$ cat src/include/iir_cfg.svh
`ifndef IIR_CFG_SVH
`define IIR_CFG_SVH

// ############################################################
// cascade structure.
// ############################################################

// biquad sections in the cascade.
`define IIR_NSEC     3
// clocks per sample, at least 2*IIR_NSEC+2.
`define IIR_FS_DIV   16

// ############################################################
// word formats.
// ############################################################

`define IIR_IN_W     16
// internal sample, Q4.20.
`define IIR_SAMP_W   24
`define IIR_SAMP_FR  20
// coefficients are Q2.14.
`define IIR_COEF_W   16
`define IIR_COEF_FR  14
// gains share the coefficient width, Q1.15.
`define IIR_GAIN_FR  15
// recursive state, Q12.20.
`define IIR_REC_W    32
`define IIR_REC_FR   20
// output keeps the sign and the fraction bits.
`define IIR_OUT_W    21
`define IIR_ADDR_W   4

`endif

$ cat src/verilog/sample_strobe.sv
`include "iir_cfg.svh"

module sample_strobe (
  input  logic clk,
  input  logic nrst,
  input  logic hold,
  output logic strobe
);

  localparam int CNT_W = $clog2(`IIR_FS_DIV);
  localparam logic [CNT_W-1:0] CNT_LAST = CNT_W'(`IIR_FS_DIV - 1);

  logic [CNT_W-1:0] cnt;

  // free running modulo counter, frozen by hold.
  always_ff @(posedge clk or negedge nrst) begin
    if (!nrst) begin
      cnt    <= '0;
      strobe <= 1'b0;
    end else begin
      strobe <= 1'b0;
      if (!hold) begin
        if (cnt == CNT_LAST) begin
          cnt    <= '0;
          strobe <= 1'b1;
        end else begin
          cnt <= cnt + 1'b1;
        end
      end
    end
  end

endmodule

$ cat config.mk
export PLATFORM = sky130hd
export DESIGN_NAME = sample_strobe
export DESIGN_NICKNAME = d
export VERILOG_FILES = /design/src/verilog/sample_strobe.sv
export VERILOG_INCLUDE_DIRS = /design/src /design/src/include
export SDC_FILE = /design/constraint.sdc
export NUM_CORES = 1
export LEC_CHECK = 0
export BUFFER_PORTS_ARGS = -buffer_cell sky130_fd_sc_hd__buf_4
export CORE_AREA = 2 2 39 41
export DETAILED_ROUTE_END_ITERATION = 7
export DIE_AREA = 0 0 41 43
export MAX_ROUTING_LAYER = met4
export PLACE_DENSITY = 0.4
export SKIP_LAST_GASP = 1
export SLEW_MARGIN = 20
export SYNTH_ARGS = -nofsm -noshare
export SYNTH_HDL_FRONTEND = slang
export SYNTH_SLANG_ARGS = --single-unit
$ cat constraint.sdc
create_clock -name clk -period 2.4 [get_ports clk]
set_input_delay 0 -clock clk [delete_from_list [all_inputs] [get_ports clk]]
set_output_delay 0 -clock clk [all_outputs]
set_load 0.005 [all_outputs]
**Word level (Yosys, flattened, before mapping)**

Index checks and enable logic that the tools add are counted.

- Register bits: 5
- Output and inout bits: 1
- Word-level logic and storage cells: 7
- Input port bits: 3

- Equal/unequal tests: 1
- Multiplexer cells: 3
- Add/subtract/negate cells: 1

Operators with widths:

| operator | count |
|---|---|
| adder 4 x 1 -> 4 bit, second input constant | 1 |
| == test 4 bit, second input constant | 1 |
| two-way mux 4 bit | 1 |
| two-way mux 1 bit | 2 |

**Longest topological paths before layout**

- Depth after elaboration: 3
- Depth in mapped cells: 3

**Worst setup path before layout**

No wires, ideal clock.

- Path type: flip-flop to flip-flop
- From: register cnt[0]
- To: register cnt[0]
- Path buffers: 0
- Path slack: 1.350 ns
- Library setup time: 0.063 ns
- Stages on the path, launching flop included: 4
- Data arrival time: 0.987 ns
- Clock period less this slack: 1.050 ns
- Path through: dfrtp_1 -> ha_1 -> a311oi_1 -> a21o_2

- Longest elaborated chain between the ends: 2

RTL lines:

| element | line | RTL |
|---|---|---|
| from (decl) | sample_strobe.sv:13 | `logic [CNT_W-1:0] cnt;` |
| from (signal assigned) | sample_strobe.sv:27 | `cnt <= cnt + 1'b1;` |
| adder 4 x 1 -> 4 bit or == test 4 bit (tied branches) | sample_strobe.sv:27, sample_strobe.sv:23 |  |
| two-way mux 4 bit * | sample_strobe.sv:23 | `if (cnt == CNT_LAST) begin` |

Mark *: on every way between the ends. The rest lies on a longest branch, timed or not.
A chain may end at the register's enable or synchronous reset.

**Final worst setup path**

Ends and elaborated chain as after synthesis.

==> summary.md <==
The insertion delay of the later-clocked pin in the worst-skew pair was 0.24 ns. The length of routed met2 wiring is 205 um, and the depth of the worst register-to-register path is 3. The number of iterations in the first detailed-routing pass was 1; the die width was 41 um. Critical setup path kind: flip-flop to flip-flop.

For the pin with the worst max-slew slack, the measured transition is 0.2184 ns. The run gives 0 as the initial antenna violation count. The routed design uses 30 um of met3 wire.

Among all stages on the critical path, the largest delay is contributed by dfrtp_1. The count of state elements after synthesis works out to 5. Setup violations remaining at the end of the flow were counted as 0. The tools report the part of the Yosys area used for sequential elements as 0.5587. The run gives 0 ns as the setup TNS. Once detail routing completed, the nets flagged for antenna violations numbered 0.

The area growth from synthesis to layout is 35.20%. The flow ran to the end, and the final reports show no timing, DRC or antenna violations. After clock tree synthesis, the clock-pin slew on the worst setup and hold paths is 0.04 ns. The worst register-to-register path begins at cnt[0]. The worst hold path begins at hold. Routed signal wires occupy layers up through met3.

Final worst clock skew: 0.001733 ns. Depth of the CTS H-tree: 1. The signal on the critical path passes through ha_1, a311oi_1, a21o_2. The detailed router finished its first iteration with 0 violations. The tools report the number of slew-limit violations in the final report as 0. For the row count, the log shows 14.

At the end of routability-driven placement, the weighted congestion stood at 0.6968. The via count of the first global-routing pass was 138; the maximum buffer depth of the clock tree was 2. The tools report the clock tree root driver cell as clkbuf_4.

Max-cap violations in this run came to 0. Power spread over the standard cell area amounts to 1083 nW/um^2. dfrtp_1 takes more of the synthesized area than any other cell. The die area is 1763 sq um, and the I/O pin count is 4. The tools report the fraction of power consumed by the clock network as 0.302. The logs give 0.8534 for the worst-case headroom to the max-slew limit and 40 for the number of cells in the finished layout apart from fillers. The tools report the kind of end point of the critical path as a flip-flop. The area share of the largest cell type after synthesis works out to 0.5587. The synthesized area came out at 224.0 sq um. The share of post-route cells with drive strength above 1 came out at 0.3750.

The min-delay analysis places its worst path in the category input pin to flip-flop. Using the TritonRoute via totals, the vias-per-cell ratio works out to 4.000. The run gives 0.0002300 W as the internal portion of total power.

The via count came out at 160. After legalization and detailed placement, the total HPWL measured 284.6 um. The tools report the number of instances resized during post-cts repair as 0.

After layout, the minimum clock period comes to 1.117 ns. The analysis attributes to cell leakage a power of 0.1351 nW. The repair_antennas step left the layout with diodes totalling 0. Post-detailed-route DRC marker count: 0.

In this run the post-CTS setup repair buffer count came out at 0. The proportion of total power due to net switching is 0.2989, and the residual overflow from global routing is 0. The tools report the post-detailed-routing wire length as 387 um. The largest driver fanout on the critical path was 5; the net load switching power was 0.00009806 W. In this run the vertical extent of the chip is 43 um.

Data on the critical path is required at its endpoint by 2.58 ns. The startpoint of the most critical setup path is cnt[0]. The maximum cell stage delay along the critical path was 0.41 ns. Synthesis produced a netlist with a net count of 20. The utilization after layout is 0.2188, and the total routed wire length on the met1 layer is 151 um.

The tools report the gate count after technology mapping as 16. The post-route fraction of the period consumed by the critical path came out at 0.4653. The run gives 0.1618 as the starting utilization of the core area. The count of buffers added on input and output ports is 3. Counting instances, the worst hold path has a depth of 2. The logs give 895.4 MHz for the top achievable clock speed and 0.463 for the part of the total power dissipated in sequential elements. In this run the mean area of a mapped cell was 14.00 sq um. The data arrival time of the critical path is 1.30 ns. The count of placed standard cells including taps is 35. Across the VDD grid, the largest voltage drop is 0.3039 mV.

By area the synthesized netlist is led by dfrtp_1, ha_1, and4b_2. Setup repair after global routing left no endpoint under its margin. Counting every sink on the clock net gives 5. Yosys mapped the design onto 12 distinct sky130hd cell types. In the final routed layout, each cell accounts on average for 9.675 um. TritonCTS built the clock tree.

The run gives 8 as the largest net degree at the start of global routing. The overall track demand over capacity in global routing was 0.06405; the Yosys warning count was 0. The logs give 0 for the final-report hold violation count and 3 for the number of buffers inserted during clock tree synthesis. The wire length of the first global-routing pass was 565 um. The kind of start point of the critical path was a flip-flop.

The completed layout was analyzed and its total power is 0.0003281 W. Logic gate share of total power: 0.234. The net total in the final layout is 29, and the area inside the core boundary is 1384 sq um.
==> state kept, by name (all words and copies together), names as in the netlist <==
name    flops
cnt         4
strobe      1
==> cells in the mapped netlist, drive strengths merged <==
master  instances
a311oi          1
ha              1
a21o            1
mux2            1
xnor2           1
o22a            1
and4b           2
a21oi           1
nand3b          1
nand2b          1
dfrtp           5
==> kinds of logic (layout without fill, tap and decap cells) <==
family	count (synthesis)	after routing	synth area share
compound gates	4	4	0.1397
xor+xnor	1	1	0.03911
fa+ha+maj	1	1	0.05586
buf+inv	0	8	0
flops	5	5	0.5587
mux	1	1	0.05028
simple gates	4	4	0.1565
==> critical path, delay by kind of cell (launching register included) <==
family | cells | cell delay [ns]
adder cells (fa/ha/maj) | 1 | 0.25
flip-flops | 1 | 0.41
AO/OA/AOI/OAI | 2 | 0.40
==> layout make-up <==
cell class                      instances  area, sq um
Sequential cell                         5        125.1
Clock buffer                            4        26.28
Tap cell                               16        20.02
Fill cell                             145         1081
Timing Repair Buffer                    4        32.53
Multi-Input combinational cell         11        98.84
==> power groups by stage <==
stage | sequential (W) | combinational, W | clock (W)
3_5_place_dp | 0.000152 | 0.0000767 | 0
4_1_cts | 0.000152 | 0.0000786 | 0.000105
5_1_grt | 0.000156 | 0.0000837 | 0.000114
2_1_floorplan | 0.000145 | 0.0000610 | 0
3_3_place_gp | 0.000152 | 0.0000748 | 0
6_report | 0.000152 | 0.0000769 | 0.0000992
==> stage by stage <==
| step | instance area [sq um] | setup slack, ns | hold slack [ns] |
|---|---|---|---|
| after floorplan | 224.0 | 1.350 | -0.2956 |
| final | 302.8 | 1.283 | 0.02377 |
| after global routing | 302.8 | 1.256 | 0.01618 |
| after detailed placement | 266.5 | 1.296 | -0.1932 |
| after global placement | 266.5 | 1.277 | -0.1908 |
| after CTS | 302.8 | 1.278 | 0.01538 |
==> placed cells by master (no fill, tap or decap), drive strengths merged <==
| cell | n |
|---|---|
| clkbuf | 4 |
| dfrtp | 5 |
| a21oi | 1 |
| buf | 3 |
| o22a | 1 |
| xnor2 | 1 |
| a21o | 1 |
| mux2 | 1 |
| dlygate4sd3 | 1 |
| nand3b | 1 |
| nand2b | 1 |
| a311oi | 1 |
| and4b | 2 |
| ha | 1 |
==> per-layer routing <==
metal	vias up	global-route usage
met5	-	-
met4	0	0.1000
met3	0	0.04712
met2	3	0.07188
met1	77	0.04886
li1	80	-
==> worst paths after layout <==
check / end / slack (ns)
setup reg to reg: cnt[0] / 1.28
min in group asynchronous: strobe / 0.11
hold reg to reg: cnt[2] / 0.53
setup / recovery: cnt[0] / 1.28
max in group asynchronous: cnt[1] / 2.18
hold / removal: cnt[0] / 0.02
==> timing repair <==
| action | CTS | global route |
|---|---|---|
| endpoints found under the setup margin | 0 | 0 |
| endpoints found under the hold margin | 5 | 0 |
| hold buffers | 1 | 0 |
Note: power is estimated with default switching activity, not from simulation.
