## src/include/iir_cfg.svh

```systemverilog
`ifndef IIR_CFG_SVH
`define IIR_CFG_SVH

// ############################################################
// cascade structure.
// ############################################################

// biquad sections in the cascade.
`define IIR_NSEC     3
// clocks per sample, at least 2*IIR_NSEC+2.
`define IIR_FS_DIV   16

// ############################################################
// word formats.
// ############################################################

`define IIR_IN_W     16
// internal sample, Q4.20.
`define IIR_SAMP_W   24
`define IIR_SAMP_FR  20
// coefficients are Q2.14.
`define IIR_COEF_W   16
`define IIR_COEF_FR  14
// gains share the coefficient width, Q1.15.
`define IIR_GAIN_FR  15
// recursive state, Q12.20.
`define IIR_REC_W    32
`define IIR_REC_FR   20
// output keeps the sign and the fraction bits.
`define IIR_OUT_W    21
`define IIR_ADDR_W   4

`endif

```

## src/verilog/iir_pkg.sv

```systemverilog
`include "iir_cfg.svh"

package iir_pkg;

  // ############################################################
  // data words.
  // ############################################################

  typedef logic signed [`IIR_SAMP_W-1:0] sample_t;
  typedef logic signed [`IIR_COEF_W-1:0] coef_t;
  typedef logic signed [`IIR_REC_W-1:0]  rec_t;

  // ############################################################
  // control words.
  // ############################################################

  // external coefficient write port.
  typedef struct packed {
    logic                   we;
    logic [`IIR_ADDR_W-1:0] addr;
    coef_t                  data;
  } coef_wr_t;

  // write into one section, sel is gain, b1, a1, a2.
  typedef struct packed {
    logic [1:0] sel;
    coef_t      data;
  } sec_wr_t;

  // phase 0 runs the gain and recursion, phase 1 the feedforward.
  // load marks the cycle that commits a section's new state.
  typedef struct packed {
    logic phase;
    logic load;
  } sec_ctl_t;

endpackage

```

## src/verilog/section_sequencer.sv

```systemverilog
`include "iir_cfg.svh"

module section_sequencer import iir_pkg::*; (
  input  logic                 clk,
  input  logic                 nrst,
  input  logic                 strobe,
  input  coef_wr_t             coef_wr,
  output sec_ctl_t             sec_ctl,
  output logic [`IIR_NSEC-1:0] sec_en,
  output logic [`IIR_NSEC-1:0] sec_we,
  output sec_wr_t              sec_wr
);

  // index must also hold the idle value IIR_NSEC.
  localparam int IDX_W = $clog2(`IIR_NSEC + 1);
  localparam logic [IDX_W-1:0] IDX_DONE = IDX_W'(`IIR_NSEC);
  localparam logic [`IIR_ADDR_W-1:0] ADDR_END = `IIR_ADDR_W'(4 * `IIR_NSEC);

  logic [IDX_W-1:0] idx;
  logic             phase;
  logic             running;
  logic             addr_ok;

  assign running = (idx != IDX_DONE);

  // ############################################################
  // section and phase stepping.
  // ############################################################

  always_ff @(posedge clk or negedge nrst) begin
    if (!nrst) begin
      idx   <= IDX_DONE;
      phase <= 1'b0;
    end else if (strobe) begin
      idx   <= '0;
      phase <= 1'b0;
    end else if (running && !coef_wr.we) begin
      phase <= ~phase;
      // move on after the feedforward phase.
      if (phase) begin
        idx <= idx + 1'b1;
      end
    end
  end

  assign sec_ctl.phase = phase;
  assign sec_ctl.load  = phase && running && !coef_wr.we;

  always_comb begin
    for (int s = 0; s < `IIR_NSEC; s++) begin
      sec_en[s] = running && !coef_wr.we && (idx == IDX_W'(s));
    end
  end

  // ############################################################
  // coefficient write decode.
  // ############################################################

  // upper address bits pick the section, the low two the slot.
  assign addr_ok = (coef_wr.addr < ADDR_END);

  always_comb begin
    for (int s = 0; s < `IIR_NSEC; s++) begin
      sec_we[s] = coef_wr.we && addr_ok &&
                  (coef_wr.addr[`IIR_ADDR_W-1:2] == (`IIR_ADDR_W-2)'(s));
    end
  end

  assign sec_wr.sel  = coef_wr.addr[1:0];
  assign sec_wr.data = coef_wr.data;

endmodule
```

## config.mk

```make
export PLATFORM = sky130hd
export DESIGN_NAME = section_sequencer
export DESIGN_NICKNAME = d
export VERILOG_FILES = /design/src/verilog/iir_pkg.sv /design/src/verilog/section_sequencer.sv
export VERILOG_INCLUDE_DIRS = /design/src /design/src/include
export SDC_FILE = /design/constraint.sdc
export NUM_CORES = 1
export LEC_CHECK = 0
export CAP_MARGIN = 40
export CORE_AREA = 2 2 39 41
export CTS_CLUSTER_DIAMETER = 120
export DETAILED_ROUTE_END_ITERATION = 8
export DIE_AREA = 0 0 41 43
export DONT_BUFFER_PORTS = 1
export GPL_ROUTABILITY_DRIVEN = 1
export MAX_ROUTING_LAYER = met4
export PLACE_DENSITY = 0.45
export SETUP_SLACK_MARGIN = 0.15
export SYNTH_ARGS = -nofsm -noshare
export SYNTH_HDL_FRONTEND = slang
export SYNTH_SLANG_ARGS = --single-unit
```

## constraint.sdc

```tcl
create_clock -name clk -period 1.2 [get_ports clk]
set_input_delay 0.24 -clock clk [delete_from_list [all_inputs] [get_ports clk]]
set_output_delay 0.24 -clock clk [all_outputs]
set_load 0.02 [all_outputs]
```

## Yosys cells after proc, flatten, opt, wreduce, memory -nomap -nowiden

Cells that the tools add are included.

- Add/subtract/negate cells: 1
- Muxes and demuxes: 5
- Reductions and logical operators: 16
- Order comparisons: 1
- Bitwise operators: 1
- Equal/unequal tests: 5

Operator list:

| cell | number |
|---|---|
| $logic_and 1x1->1 | 10 |
| $mux 2 | 3 |
| $eq 2x1->1 const B | 2 |
| $eq 2x2->1 const B | 2 |
| $logic_not 2->1 | 2 |
| $lt 4x4->1 const B | 1 |
| $reduce_bool 2->1 | 2 |
| $add 2x1->2 const B | 1 |
| $mux 1 | 2 |
| $ne 2x2->1 const B | 1 |
| $reduce_and 2->1 | 1 |
| $logic_not 1->1 | 1 |
| $not 1->1 | 1 |

- Output and inout bits: 26
- Word-level logic and storage cells: 31
- Bits of input ports: 24
- Register bits after elaboration: 3

## Depth between registers and ports, before layout

- Depth in word-level cells: 4
- Depth in mapped cells: 4
- Gate-level depth less buffers: 4

## Worst setup path after synthesis

No wires, ideal clock.

- Path type: register -> register
- Start point: reg idx[0]
- End point: reg idx[0]
- Buffers on the path: 0
- Data arrival time: 1.311 ns
- Required time: 1.118 ns
- Path slack: -0.193 ns
- Period minus slack after synthesis: 1.393 ns
- Cell stages (with the launch flop): 4
- Cell sequence: dfstp_2 > ha_1 > nor3b_4 > mux2_4

- Longest elaborated chain between the ends: 4
- Elaborated cells between the ends (all ways): 8
- Those cells by class: add/sub (1); eq/ne (1); mux (3); reduce/logical (3)

Ends and longest elaborated chain:

| element | RTL line | RTL |
|---|---|---|
| start: declaration | section_sequencer.sv:19 | `logic [IDX_W-1:0] idx;` |
| start signal: assignment | section_sequencer.sv:41 | `idx <= idx + 1'b1;` |
| $add 2x1->2 or $ne 2x2->1 (tied branches) | section_sequencer.sv:41, section_sequencer.sv:24 |  |
| $mux 2 or $logic_and 1x1->1 (tied branches) | section_sequencer.sv:40, section_sequencer.sv:37 |  |
| $mux 2 or $reduce_bool 2->1 (tied branches) | n/a |  |
| $mux 2 or $reduce_and 2->1 (tied branches) | n/a |  |

Parallel ways exist; a longest one is shown, timed or not. The select of a mux whose other input is x is not followed.
A chain may end at the register's enable or synchronous reset.

## Final worst setup path

- Start point: reg idx[0]
- End point: out sec_en[2]

- Longest elaborated chain between the ends: 3
- Elaborated cells between the ends (all ways): 4
- Those cells by class: eq/ne (2); reduce/logical (2)

Ends and longest elaborated chain:

| element | RTL line | RTL |
|---|---|---|
| $ne 2x2->1 | section_sequencer.sv:24 | `assign running = (idx != IDX_DONE);` |
| $logic_and 1x1->1 | section_sequencer.sv:51 | `sec_en[s] = running && !coef_wr.we && (idx == IDX_W'(s));` |
| $logic_and 1x1->1 * | section_sequencer.sv:51 |  |
| end: declaration | section_sequencer.sv:9 | `` output logic [`IIR_NSEC-1:0] sec_en, `` |

Mark *: on every way between the ends. The rest lies on a longest branch, timed or not.

==> impl_metrics.yaml <==
sta:
  min_period_over_period_pct: 121
  fin_worst_skew_ns: 0.000828
  setup_viol: 6
  fmax_ghz: 0.691
  rsz0062_at_grt: "true"
  drv_slew: 0
  min_period_ns: 1.45
  setup_slack_ns: -0.248
  maxSlewHeadroom_pct: 74.1
  tightest_slew_ns: 0.387
  final.setup.tns_ns: -1.17
  hold_violations: 0
cells_and_area:
  final_core_utilization_pct: 30.2
  num_antenna_cells: 0
  fill_cells: 151
  multi_input_area_um2: 231
  drive_gt1_share_pct: 75.0
  syn2layout_area_growth_pct: 0.603
  fin_nets: 65
  final_cell_mix: "3 x and2_4, 3 x ha_2, 3 x clkbuf_4, 3 x buf_4"
  fin_area_um2: 418
  layoutNonFillerInstCount: 52
  seq_area_um2: 77.6
clocking:
  cts_tree: "done"
  cts_root_buffer: "clkbuf_4"
  clock_latency_ns: 0.23
  cts_max_path_buffers: 2
  htreeDepth: 1
  clock_sinks: 3
  clk_pin_slew_worst_paths_ns: 0.04
  cts_made_buffers: 3
detailed_routing:
  wire_per_inst_um: 13.8
  highest_layer: "met3"
  met1_length_um: 252
  wl_met3_um: 141
  finalWirelength_um: 718
  drt_iter0_markers: 2
  vias_per_cell: 4.65
  first_pass_iters: 2
  vias: 242
  ant_nets: 0
  wl_met2_um: 323
  post-route-drc-count: 0
synth:
  ys_seq_area_share_pct: 18.7
  synth.cell_area_um2: 415
  syn_nets: 73
  yosysTopAreaCellShare_pct: 34.3
  avgSynthCellArea_um2: 9.23
  synth_area_leaders: "buf_4 34%, dfstp_2 13%, ha_1 12%"
  yosysTopAreaCell: "buf_4"
  syn_inst: 45
  synth_cell_types: 17
  ys_seq_elements: 3
  yosys_warnings: 0
global_route:
  track_usage_pct: 9.48
  grt_pass1_wl_um: 1060
  globalRoute.totalOverflow: 0
  grt_pass1_vias: 250
  grt_max_degree: 8
  antenna_found_initial: 0
job:
  max_cap_viol_count: 0
floorplanning:
  die_h_um: 43
  core_mm2: 0.00138
  die-area_mm2: 0.00176
  io_pins: 50
  std_cell_rows: 14
  fp.dieW_um: 41
  initial_core_util_pct: 30.0
setup_path:
  crit_chain: "inv_2, ha_2, and2_4"
  arrival_ns: 1.21
  crit_type: "flip-flop to output pin"
  start_kind: "flip-flop"
  cp_max_fo: 4
  required_ns: 0.96
  max_stage_delay_ns: 0.58
  critical_path.endpoint_type: "output pin"
  critPathSlowestCell: "dfstp_2"
placement:
  portBuffers: 0
  place_hpwl_um: 561
  gp_congestion: 0.681
  placed_cells: 45
  place_area_um2: 335
power_and_ir_drop:
  leakagePower_nw: 0.166
  total_power_uw: 370
  cellPowerDensity_mw_per_mm2: 884
  ir_worst_vdd_mv: 0.375
min_path:
  hp-class: "input pin to flip-flop"
outcome:
  status: "finished with violations"
  failed_checks: "setup timing"
-- synth_stat cells, drive strengths merged --
master,count
mux2i,1
nand2b,2
nor3b,2
and2,3
dfrtp,1
dfstp,2
a21oi,1
buf,19
ha,4
o21ai,1
inv,2
nor2,2
nor2b,1
mux2,1
and3b,2
or3,1
-- state kept, by name (all words and copies together) (netlist names) --
register and count:
idx 2, phase 1
-- power by group --
group | internal, mW | switching, mW | total [mW]
combinational | 0.0452 | 0.0375 | 0.0827
sequential | 0.109 | 0.00590 | 0.115
clock | 0.124 | 0.0477 | 0.172
-- timing repair --
action                                 in CTS  in global routing
setup endpoints to repair                   7                  7
hold buffers                                1                  0
pin swaps                                   9                  2
cloned                                      0                  0
endpoints found under the hold margin       3                  0
buffers inserted                            2                  0
gates resized for setup                     9                  3
-- routing by layer --
| metal | up-vias | global-route usage (%) |
|---|---|---|
| met5 | - | - |
| met4 | 0 | 8.00 |
| met3 | 0 | 9.42 |
| met2 | 24 | 10.3 |
| met1 | 110 | 9.39 |
| li1 | 108 | - |
-- through the flow --
| step | worst slack (ns) | hold WS [ns] |
|---|---|---|
| after floorplan | -0.0956 | -0.0556 |
| after global placement | -0.0278 | -0.0555 |
| after detailed placement | -0.0290 | -0.0555 |
| after CTS | -0.254 | 0.0584 |
| after global routing | -0.288 | 0.0561 |
| final | -0.248 | 0.0671 |
-- critical path: cells and delay by family (launching register included) --
kind | cells | cell delay [ns]
DFF | 1 | 0.58
adders and majority gates | 1 | 0.17
and+or+nand+nor | 1 | 0.17
buffers and inverters | 1 | 0.05
-- worst paths after layout --
path | startpoint | end | slack [ns] | cells after the start
min | strobe | phase | 0.07 | 1
max reg2reg | idx[0] | idx[0] | -0.13 | 4
max | idx[0] | sec_en[2] | -0.25 | 3
max in group asynchronous | nrst | idx[0] | 0.73 | 1
min in group asynchronous | nrst | phase | 0.26 | 1
min reg2reg | idx[1] | idx[1] | 0.54 | 2
-- cell families (layout without fill, tap and decap cells) --
| kind of cell | Yosys count | after routing | share of synthesized area [%] |
|---|---|---|---|
| AOI/OAI and AO/OA | 2 | 2 | 2.41 |
| muxes | 2 | 2 | 6.02 |
| adders and majority gates | 4 | 4 | 12.0 |
| buffers and inverters | 21 | 12 | 36.1 |
| and+or+nand+nor | 13 | 13 | 24.7 |
| DFF | 3 | 3 | 18.7 |
-- cell type report --
cell class	count	area share, %
repair buffers	6	13.2
clock buffers	4	6.29
flip-flops and latches	3	18.6
multi-input cells	21	55.4
inverters	2	1.80
well taps	16	4.79
(Power assumes the default switching activity.)
