[src/include/iir_cfg.svh]
`ifndef IIR_CFG_SVH
`define IIR_CFG_SVH

// ############################################################
// cascade structure.
// ############################################################

// biquad sections in the cascade.
`define IIR_NSEC     3
// clocks per sample, at least 2*IIR_NSEC+2.
`define IIR_FS_DIV   16

// ############################################################
// word formats.
// ############################################################

`define IIR_IN_W     16
// internal sample, Q4.20.
`define IIR_SAMP_W   24
`define IIR_SAMP_FR  20
// coefficients are Q2.14.
`define IIR_COEF_W   16
`define IIR_COEF_FR  14
// gains share the coefficient width, Q1.15.
`define IIR_GAIN_FR  15
// recursive state, Q12.20.
`define IIR_REC_W    32
`define IIR_REC_FR   20
// output keeps the sign and the fraction bits.
`define IIR_OUT_W    21
`define IIR_ADDR_W   4

`endif

[src/verilog/iir_pkg.sv]
`include "iir_cfg.svh"

package iir_pkg;

  // ############################################################
  // data words.
  // ############################################################

  typedef logic signed [`IIR_SAMP_W-1:0] sample_t;
  typedef logic signed [`IIR_COEF_W-1:0] coef_t;
  typedef logic signed [`IIR_REC_W-1:0]  rec_t;

  // ############################################################
  // control words.
  // ############################################################

  // external coefficient write port.
  typedef struct packed {
    logic                   we;
    logic [`IIR_ADDR_W-1:0] addr;
    coef_t                  data;
  } coef_wr_t;

  // write into one section, sel is gain, b1, a1, a2.
  typedef struct packed {
    logic [1:0] sel;
    coef_t      data;
  } sec_wr_t;

  // phase 0 runs the gain and recursion, phase 1 the feedforward.
  // load marks the cycle that commits a section's new state.
  typedef struct packed {
    logic phase;
    logic load;
  } sec_ctl_t;

endpackage

[src/verilog/biquad_section.sv]
`include "iir_cfg.svh"

module biquad_section import iir_pkg::*; (
  input  logic     clk,
  input  logic     nrst,
  input  logic     en,
  input  sec_ctl_t ctl,
  input  logic     we,
  input  sec_wr_t  wr,
  input  sample_t  din,
  output sample_t  dout
);

  // wide enough for any product or sum below.
  localparam int ACC_W = `IIR_REC_W + `IIR_COEF_W;
  // alignment of the sample format to the state format.
  localparam int AL    = `IIR_REC_FR - `IIR_SAMP_FR;

  typedef logic signed [ACC_W-1:0] acc_t;

  localparam acc_t SAMP_MAX = (acc_t'(1) <<< (`IIR_SAMP_W - 1)) - acc_t'(1);
  localparam acc_t SAMP_MIN = -SAMP_MAX - acc_t'(1);
  localparam acc_t REC_MAX  = (acc_t'(1) <<< (`IIR_REC_W - 1)) - acc_t'(1);
  localparam acc_t REC_MIN  = -REC_MAX - acc_t'(1);
  localparam acc_t G_HALF   = acc_t'(1) <<< (`IIR_GAIN_FR - 1);

  function automatic sample_t sat_samp(input acc_t v);
    if (v > SAMP_MAX) begin
      return sample_t'(SAMP_MAX);
    end else if (v < SAMP_MIN) begin
      return sample_t'(SAMP_MIN);
    end
    return sample_t'(v);
  endfunction

  function automatic rec_t sat_rec(input acc_t v);
    if (v > REC_MAX) begin
      return rec_t'(REC_MAX);
    end else if (v < REC_MIN) begin
      return rec_t'(REC_MIN);
    end
    return rec_t'(v);
  endfunction

  coef_t   gain;
  coef_t   b1;
  coef_t   a1;
  coef_t   a2;
  rec_t    w1;
  rec_t    w2;
  rec_t    w_q;

  coef_t   m_coef;
  acc_t    m_prod;
  acc_t    m_trunc;
  acc_t    a2_prod;
  acc_t    a2_trunc;
  acc_t    g_prod;
  sample_t x;
  rec_t    w_new;
  sample_t y;

  // ############################################################
  // coefficient registers.
  // ############################################################

  always_ff @(posedge clk or negedge nrst) begin
    if (!nrst) begin
      gain <= '0;
      b1   <= '0;
      a1   <= '0;
      a2   <= '0;
    end else if (we) begin
      case (wr.sel)
        2'd0:    gain <= wr.data;
        2'd1:    b1   <= wr.data;
        2'd2:    a1   <= wr.data;
        default: a2   <= wr.data;
      endcase
    end
  end

  // ############################################################
  // datapath.
  // ############################################################

  // shared multiplier, a1 in phase 0 and b1 in phase 1.
  assign m_coef  = ctl.phase ? b1 : a1;
  assign m_prod  = m_coef * w1;
  assign m_trunc = m_prod >>> `IIR_COEF_FR;

  assign a2_prod  = a2 * w2;
  assign a2_trunc = a2_prod >>> `IIR_COEF_FR;

  // input gain, round half up then clip to the sample range.
  assign g_prod = gain * din;
  assign x      = sat_samp((g_prod + G_HALF) >>> `IIR_GAIN_FR);

  // recursive part, w = x - a1*w1 - a2*w2.
  assign w_new = sat_rec((acc_t'(x) <<< AL) - m_trunc - a2_trunc);

  // feedforward with b0 = b2 = 1.
  assign y = sat_samp((acc_t'(w_q) + m_trunc + acc_t'(w2)) >>> AL);

  // phase 0 result, only read in the following phase.
  always_ff @(posedge clk) begin
    if (en && !ctl.phase) begin
      w_q <= w_new;
    end
  end

  always_ff @(posedge clk or negedge nrst) begin
    if (!nrst) begin
      w1   <= '0;
      w2   <= '0;
      dout <= '0;
    end else if (en && ctl.load) begin
      dout <= y;
      w2   <= w1;
      w1   <= w_q;
    end
  end

endmodule

[config.mk]
export PLATFORM = sky130hd
export DESIGN_NAME = biquad_section
export DESIGN_NICKNAME = d
export VERILOG_FILES = /design/src/verilog/iir_pkg.sv /design/src/verilog/biquad_section.sv
export VERILOG_INCLUDE_DIRS = /design/src /design/src/include
export SDC_FILE = /design/constraint.sdc
export NUM_CORES = 2
export LEC_CHECK = 0
export ABC_AREA = 1
export BUFFER_PORTS_ARGS = -buffer_cell sky130_fd_sc_hd__clkbuf_2
export CAP_MARGIN = 20
export CORE_UTILIZATION = 45
export DETAILED_ROUTE_END_ITERATION = 8
export HOLD_SLACK_MARGIN = 0.1
export PLACE_DENSITY = 0.61
export SETUP_SLACK_MARGIN = 0.15
export SYNTH_ARGS = -nofsm -noshare
export SYNTH_HDL_FRONTEND = slang
export SYNTH_SLANG_ARGS = --single-unit
[constraint.sdc]
create_clock -name clk -period 8.9 [get_ports clk]
set_input_delay 1.78 -clock clk [delete_from_list [all_inputs] [get_ports clk]]
set_output_delay 1.78 -clock clk [all_outputs]
set_load 0.1 [all_outputs]
# After elaboration in Yosys (flattened, before gate mapping)
# Index checks and enable logic that the tools add are counted.
classes:
  addsub: 5
  n_mul: 3
  n_lt_le_gt_ge: 6
  n_eq_ne: 2
  n_mux: 16
  bitwise_logic: 1
  reduce_logical: 9
op_table:
  columns: ["cell", "count"]
  rows:
  - ["two-way mux 24 bit", 6]
  - ["multiplier 16 x 32 -> 48 bit", 2]
  - ["two-way mux 32 bit", 3]
  - ["adder 40 x 16 -> 41 bit (second input constant)", 1]
  - ["multiplier 16 x 24 -> 40 bit", 1]
  - ["adder 35 x 32 -> 36 bit", 1]
  - ["> comparator 36 x 24 -> 1 bit (second input constant)", 1]
  - ["> comparator 36 x 32 -> 1 bit (second input constant)", 1]
  - ["< comparator 36 x 24 -> 1 bit (second input constant)", 1]
  - ["< comparator 36 x 32 -> 1 bit (second input constant)", 1]
  - ["subtractor 35 x 34 -> 36 bit", 1]
  - ["adder 32 x 34 -> 35 bit", 1]
  - ["subtractor 24 x 34 -> 35 bit", 1]
  - ["> comparator 26 x 24 -> 1 bit (second input constant)", 1]
  - ["< comparator 26 x 24 -> 1 bit (second input constant)", 1]
  - ["two-way mux 16 bit", 1]
  - ["AND reduction 2 bit", 4]
  - ["two-way mux 1 bit", 6]
  - ["OR reduction 3 bit", 1]
  - ["== test 2 x 1 -> 1 bit (second input constant)", 1]
  - ["== test 2 bit (second input constant)", 1]
  - ["logical AND 1 bit", 2]
  - ["logical NOT 2 bit", 1]
  - ["logical NOT 1 bit", 1]
  - ["NOT 1 bit", 1]
totals:
  reg_bits: 184
  input_bits: 48
  output_inout_bits: 24
  word_cells: 50

# Depth between registers and ports, before layout
logic_depth:
  depth_word: 12
  mapped_depth: 54
  mapped_depth_nobuf: 50

# Worst setup path before layout
# Ideal clock, no wire load.
synth_timing:
  path_type: "input to register"
  start: "input port ctl[1] (netlist bit)"
  end: "register w_q[10] (data pin)"
  setup_time_ns: 0.252
  arrival_time_ns: 10.459
  required_time_ns: 8.648
  setup_slack_ns: -1.811
  stages: 49
  path_buffers: 4
  path_cell_list: "buf_2 -> clkbuf_1 -> or2_2 -> nand2_1 -> inv_1 -> clkbuf_1 -> nand2_1 -> fa_1 -> inv_1 -> fa_1 -> inv_1 -> fa_1 -> inv_1 -> fa_1 -> inv_1 -> fa_1 -> inv_1 -> fa_1 -> (+13 left out) -> a21oi_1 -> xnor2_1 -> fa_1 -> inv_1 -> ha_1 -> nand2_1 -> nor2_1 -> a21boi_0 -> nor4b_1 -> and2_1 -> o21ai_1 -> or2_2 -> a21oi_1 -> and2_1 -> nand2_2 -> nand2_4 -> buf_6 -> nand2_1"
synth_via:
  elab_chain_len: 8
  elab_cells_between_ends: 10
  cone_classes: "add/sub (2); mul (1); order compare (2); mux (5)"
synth_rtl:
  columns: ["element", "line", "source"]
  rows:
  - ["from (decl)", "biquad_section.sv:7", "input sec_ctl_t ctl,"]
  - ["two-way mux 16 bit (*)", "biquad_section.sv:88", "assign m_coef = ctl.phase ? b1 : a1;"]
  - ["multiplier 16 x 32 -> 48 bit (*)", "biquad_section.sv:89", "assign m_prod = m_coef * w1;"]
  - ["subtractor 24 x 34 -> 35 bit (*)", "biquad_section.sv:100", "assign w_new = sat_rec((acc_t'(x) <<< AL) - m_trunc - a2_trunc);"]
  - ["subtractor 35 x 34 -> 36 bit (*)", "biquad_section.sv:100", null]
  - ["< comparator 36 x 32 -> 1 bit", "biquad_section.sv:39", "end else if (v < REC_MIN) begin"]
  - ["two-way mux 1 bit", "biquad_section.sv:39", null]
  - ["two-way mux 1 bit", "biquad_section.sv:37", "if (v > REC_MAX) begin"]
  - ["two-way mux 32 bit (*)", "biquad_section.sv:42", "return rec_t'(v);"]
  - ["named net w_new[10]", "biquad_section.sv:60", "rec_t w_new;"]
  - ["to (signal assigned)", "biquad_section.sv:108", "w_q <= w_new;"]
  - ["to (decl)", "biquad_section.sv:51", "rec_t w_q;"]
# The timed path passes the listed nets; every way through them passes the cells marked *.
# A chain may end at the register's enable or synchronous reset.

# Final worst setup path
layout_timing:
  start: "input port ctl[1] (netlist bit)"
  end: "register dout[21]"
layout_via:
  elab_chain_len: 8
  elab_cells_between_ends: 10
  cone_classes: "add/sub (2); mul (1); order compare (2); mux (5)"
layout_rtl:
  columns: ["element", "line", "source"]
  rows:
  - ["two-way mux 16 bit (*)", "biquad_section.sv:88", null]
  - ["multiplier 16 x 32 -> 48 bit (*)", "biquad_section.sv:89", null]
  - ["adder 32 x 34 -> 35 bit (*)", "biquad_section.sv:103", "assign y = sat_samp((acc_t'(w_q) + m_trunc + acc_t'(w2)) >>> AL);"]
  - ["adder 35 x 32 -> 36 bit (*)", "biquad_section.sv:103", null]
  - ["< comparator 36 x 24 -> 1 bit", "biquad_section.sv:30", "end else if (v < SAMP_MIN) begin"]
  - ["two-way mux 1 bit", "biquad_section.sv:30", null]
  - ["two-way mux 1 bit", "biquad_section.sv:28", "if (v > SAMP_MAX) begin"]
  - ["two-way mux 24 bit (*)", "biquad_section.sv:33", "return sample_t'(v);"]
  - ["to (signal assigned)", "biquad_section.sv:118", "dout <= y;"]
  - ["to (decl)", "biquad_section.sv:11", "output sample_t dout"]
# Every way passes the cells marked *; elsewhere a longest branch is shown, timed or not.

==> results.md <==
* CTS Buffer Depth at 2
* Die width at 373.9 um
* Headroom to the max-slew limit at a little under two fifths
* Number of fillers in the final layout at about 13k
* Max-cap viol count at 0
* Failing checks: setup timing
* Largest net degree at the start of global routing at 93
* I/O Buffers at 71
* Avg WL per Cell at ~19 um
* Die Ht at 373.9 um
* Antenna violations before repair at 4
* Post-Route Skew at between 0.015 and 0.02 ns
* Clock latency on the worst-skew pair at 0.50 ns
* Min Clock Period, post-route at between 10 and 15 ns
* Hold-fix buffers at CTS at 0
* Final Worst Setup Slack at -1.662 ns
* Status: finished with violations
* Clk sinks at around 180
* GRT Total Usage at 29.66%
* Pre-CTS setup slack at -2.503 ns
* Dominant synthesized flop cell: dfrtp_1
* First-pass GRT wire length at approximately 320000 um
* Root Buffer: clkbuf_16
* Area Overhead vs Synth at 24.50%
* Worst path max stage delay at between 0.5 and 0.6 ns
* Final Slew Violations at 0
* Share of layout cells above drive strength 1 at roughly a fifth
* DR vias at approximately 53k
* Crit path from: ctl[1]
* CP max FO at 10
* Fin Setup TNS at -86.03 ns
* Worst hold margin at 0.4973 ns
* H-tree levels at 4
* #FFs+latches synth at about 180
* Arr. time, crit path at ~11 ns
* DRT iter0 DRCs at ~3.5k
* Number of synthesized flops with an enable pin at 32
* FF-to-FF path depth at 44
* Average size of a mapped cell at approximately 8 sq um
* Type of origin of the critical path: input pin
* Antenna Nets Post-Route at 0
* Final #Nets at 10.67k
* Unique masters post-synth at 58
* Worst R2R Start: b1[11]$_DFFE_PN0P_
* RSZ-0062 raised after global routing: yes
* TritonRoute pass-1 iters at 8
* Worst Hold Launch: a1[15]$_DFFE_PN0P_
* Max frequency at approximately 95 MHz
* Most used cell, CP: fa_1
* Worst Max-Slew Pin Slew at roughly 0.93 ns
* Row Count at 136
* IO Pins at 72
* Setup Crit Path Kind: in2reg
* Hold Path Stages at 2
* Post-Synthesis Cells at 7770
* Syn Nets at about 9.6k
* Gpl congestion at 1.011
* Starting Density at between 40% and 50%
* Reg clk slew, reported paths at ~0.080 ns
* CP max stage cell: fa_1
* TritonCTS Buffers at 17
* DRC Markers at 0
* Die area at roughly 140000 sq um
* Netlist Area Pre-Place at roughly 62000 sq um
* Register area share after synthesis at 7.654%
* CTS tree: done
* Critical Path End Type: register
* Drt via density at about 5.0
* Final setup fails at 56
* Number of global-route vias before repair at 55.91k
* Post-DP HPWL at 175100 um
* Synth async-reset ratio at slightly above 80%
* WP data required at just over 9 ns
* Period utilization at 118.7%
* Grt ovf at 0
* Final Hold Viols at 0
* Placeable Area at 137300 sq um
* YS warnings at 0
* DRT Wirelength at a little over 200000 um
* Worst min path class: reg2reg
==> worst max-delay path, delay by kind of cell <==
kind                       cells  cell delay (ns)
adders and majority gates      9             4.16
buffers and inverters         12             1.33
AOI/OAI and AO/OA             11             1.84
xor gates and xnor gates       2             0.43
and+or+nand+nor               12             1.42
==> cell families after synthesis <==
logic type	synth area share, %
buffers and inverters	15.26
and+or+nand+nor	15.38
adders and majority gates	53.34
AOI/OAI and AO/OA	5.757
DFF	7.654
xor gates and xnor gates	2.591
muxes	0.01608
==> stage by stage <==
stage	area, sq um	util (%)	instances
global placement	74390	54.17	10535
detailed placement	74390	54.17	10535
finish	77500	56.43	10630
global route	77490	56.43	10627
floorplan	63100	-	7770
CTS	76330	55.58	10608
==> cells in the mapped netlist (all sizes together), types with 3 or more instances <==
cell type  number  area, sq um
inv          2177         8172
nand2        1889         7188
fa           1418        28390
nor2          396         1506
ha            385         4817
clkbuf        318         1194
o21ai         263         1320
a21oi         256         1285
dfrtp         152         3804
xnor2          94        823.3
xor2           88        789.5
nand3          57        305.3
a31oi          38        237.7
edfxtp         32        960.9
or2            32        200.2
nor3           23        126.4
o21bai         20        157.7
buf            17        120.1
nand4          14        93.84
a21o           13        97.59
o21a           12        90.09
a21boi         10        75.07
nor4            9        56.30
nand3b          8        60.06
o211ai          8        60.06
o221ai          7        61.31
a211oi          6        45.04
o31ai           6        45.04
clkinv          4        15.01
and2            3        18.77
==> flip-flops by register name (all words and copies together), names as in the netlist <==
| signal | flops |
|---|---|
| w1 | 32 |
| w_q | 32 |
| gain | 16 |
| dout | 24 |
| b1 | 16 |
| a1 | 16 |
| w2 | 32 |
| a2 | 16 |
==> repair_timing <==
| item | CTS | global route |
|---|---|---|
| endpoints found under the setup margin | 56 | 56 |
| endpoints found under the hold margin | 0 | 0 |
| pin swaps | 91 | 142 |
| resized for setup | 194 | 236 |
| cloned | 10 | 5 |
| buffers inserted | 31 | 12 |
==> layout make-up <==
class | count | area [sq um] | share of cell area, %
clock inverters | 12 | 125.1 | 0.1615
well taps | 1794 | 2245 | 2.896
multi-input cells | 5073 | 50230 | 64.82
inverters | 2181 | 8228 | 10.62
diodes | 3 | 7.507 | 0.009687
repair buffers | 1363 | 11420 | 14.74
flip-flops and latches | 184 | 4765 | 6.148
clock buffers | 20 | 467.9 | 0.6038
==> metal layers <==
layer / part of all wire (%) / GRT usage [%]
met5: 0.0064 / 0
met4: 3.7 / 9.325
met3: 6.0 / 3.737
met2: 48 / 50.27
met1: 42 / 39.48
==> path summary, 6_finish.rpt <==
kind | end | slack (ns)
min in group asynchronous | w2[3]$_DFFE_PN0P_ | 1.20
worst max-delay path | dout[21]$_DFFE_PN0P_ | -1.66
max in group asynchronous | a1[0]$_DFFE_PN0P_ | 6.41
worst min-delay path | a1[15]$_DFFE_PN0P_ | 0.50
worst max register to register | dout[21]$_DFFE_PN0P_ | -0.63
worst min register to register | a1[15]$_DFFE_PN0P_ | 0.50
==> cells in the final DEF, fill, tap and decap left out, drive strengths merged, types with 7 or more instances in the layout <==
| cell type | count |
|---|---|
| a31oi | 38 |
| nor4 | 9 |
| buf | 1288 |
| o21bai | 20 |
| nand4 | 14 |
| o21a | 12 |
| o221ai | 7 |
| xnor2 | 94 |
| nor3 | 23 |
| nand3b | 8 |
| clkinv | 8 |
| nor2 | 396 |
| xor2 | 88 |
| clkbuf | 95 |
| dfrtp | 152 |
| nand2 | 1892 |
| a21o | 13 |
| ha | 385 |
| a21boi | 10 |
| nand3 | 57 |
| fa | 1418 |
| a21oi | 256 |
| inv | 2182 |
| o211ai | 8 |
| edfxtp | 32 |
| o21ai | 263 |
| or2 | 32 |
Power is left out: the tool's default activity adds up to more than one toggle a clock period on the data nets, which glitch-free logic cannot reach.
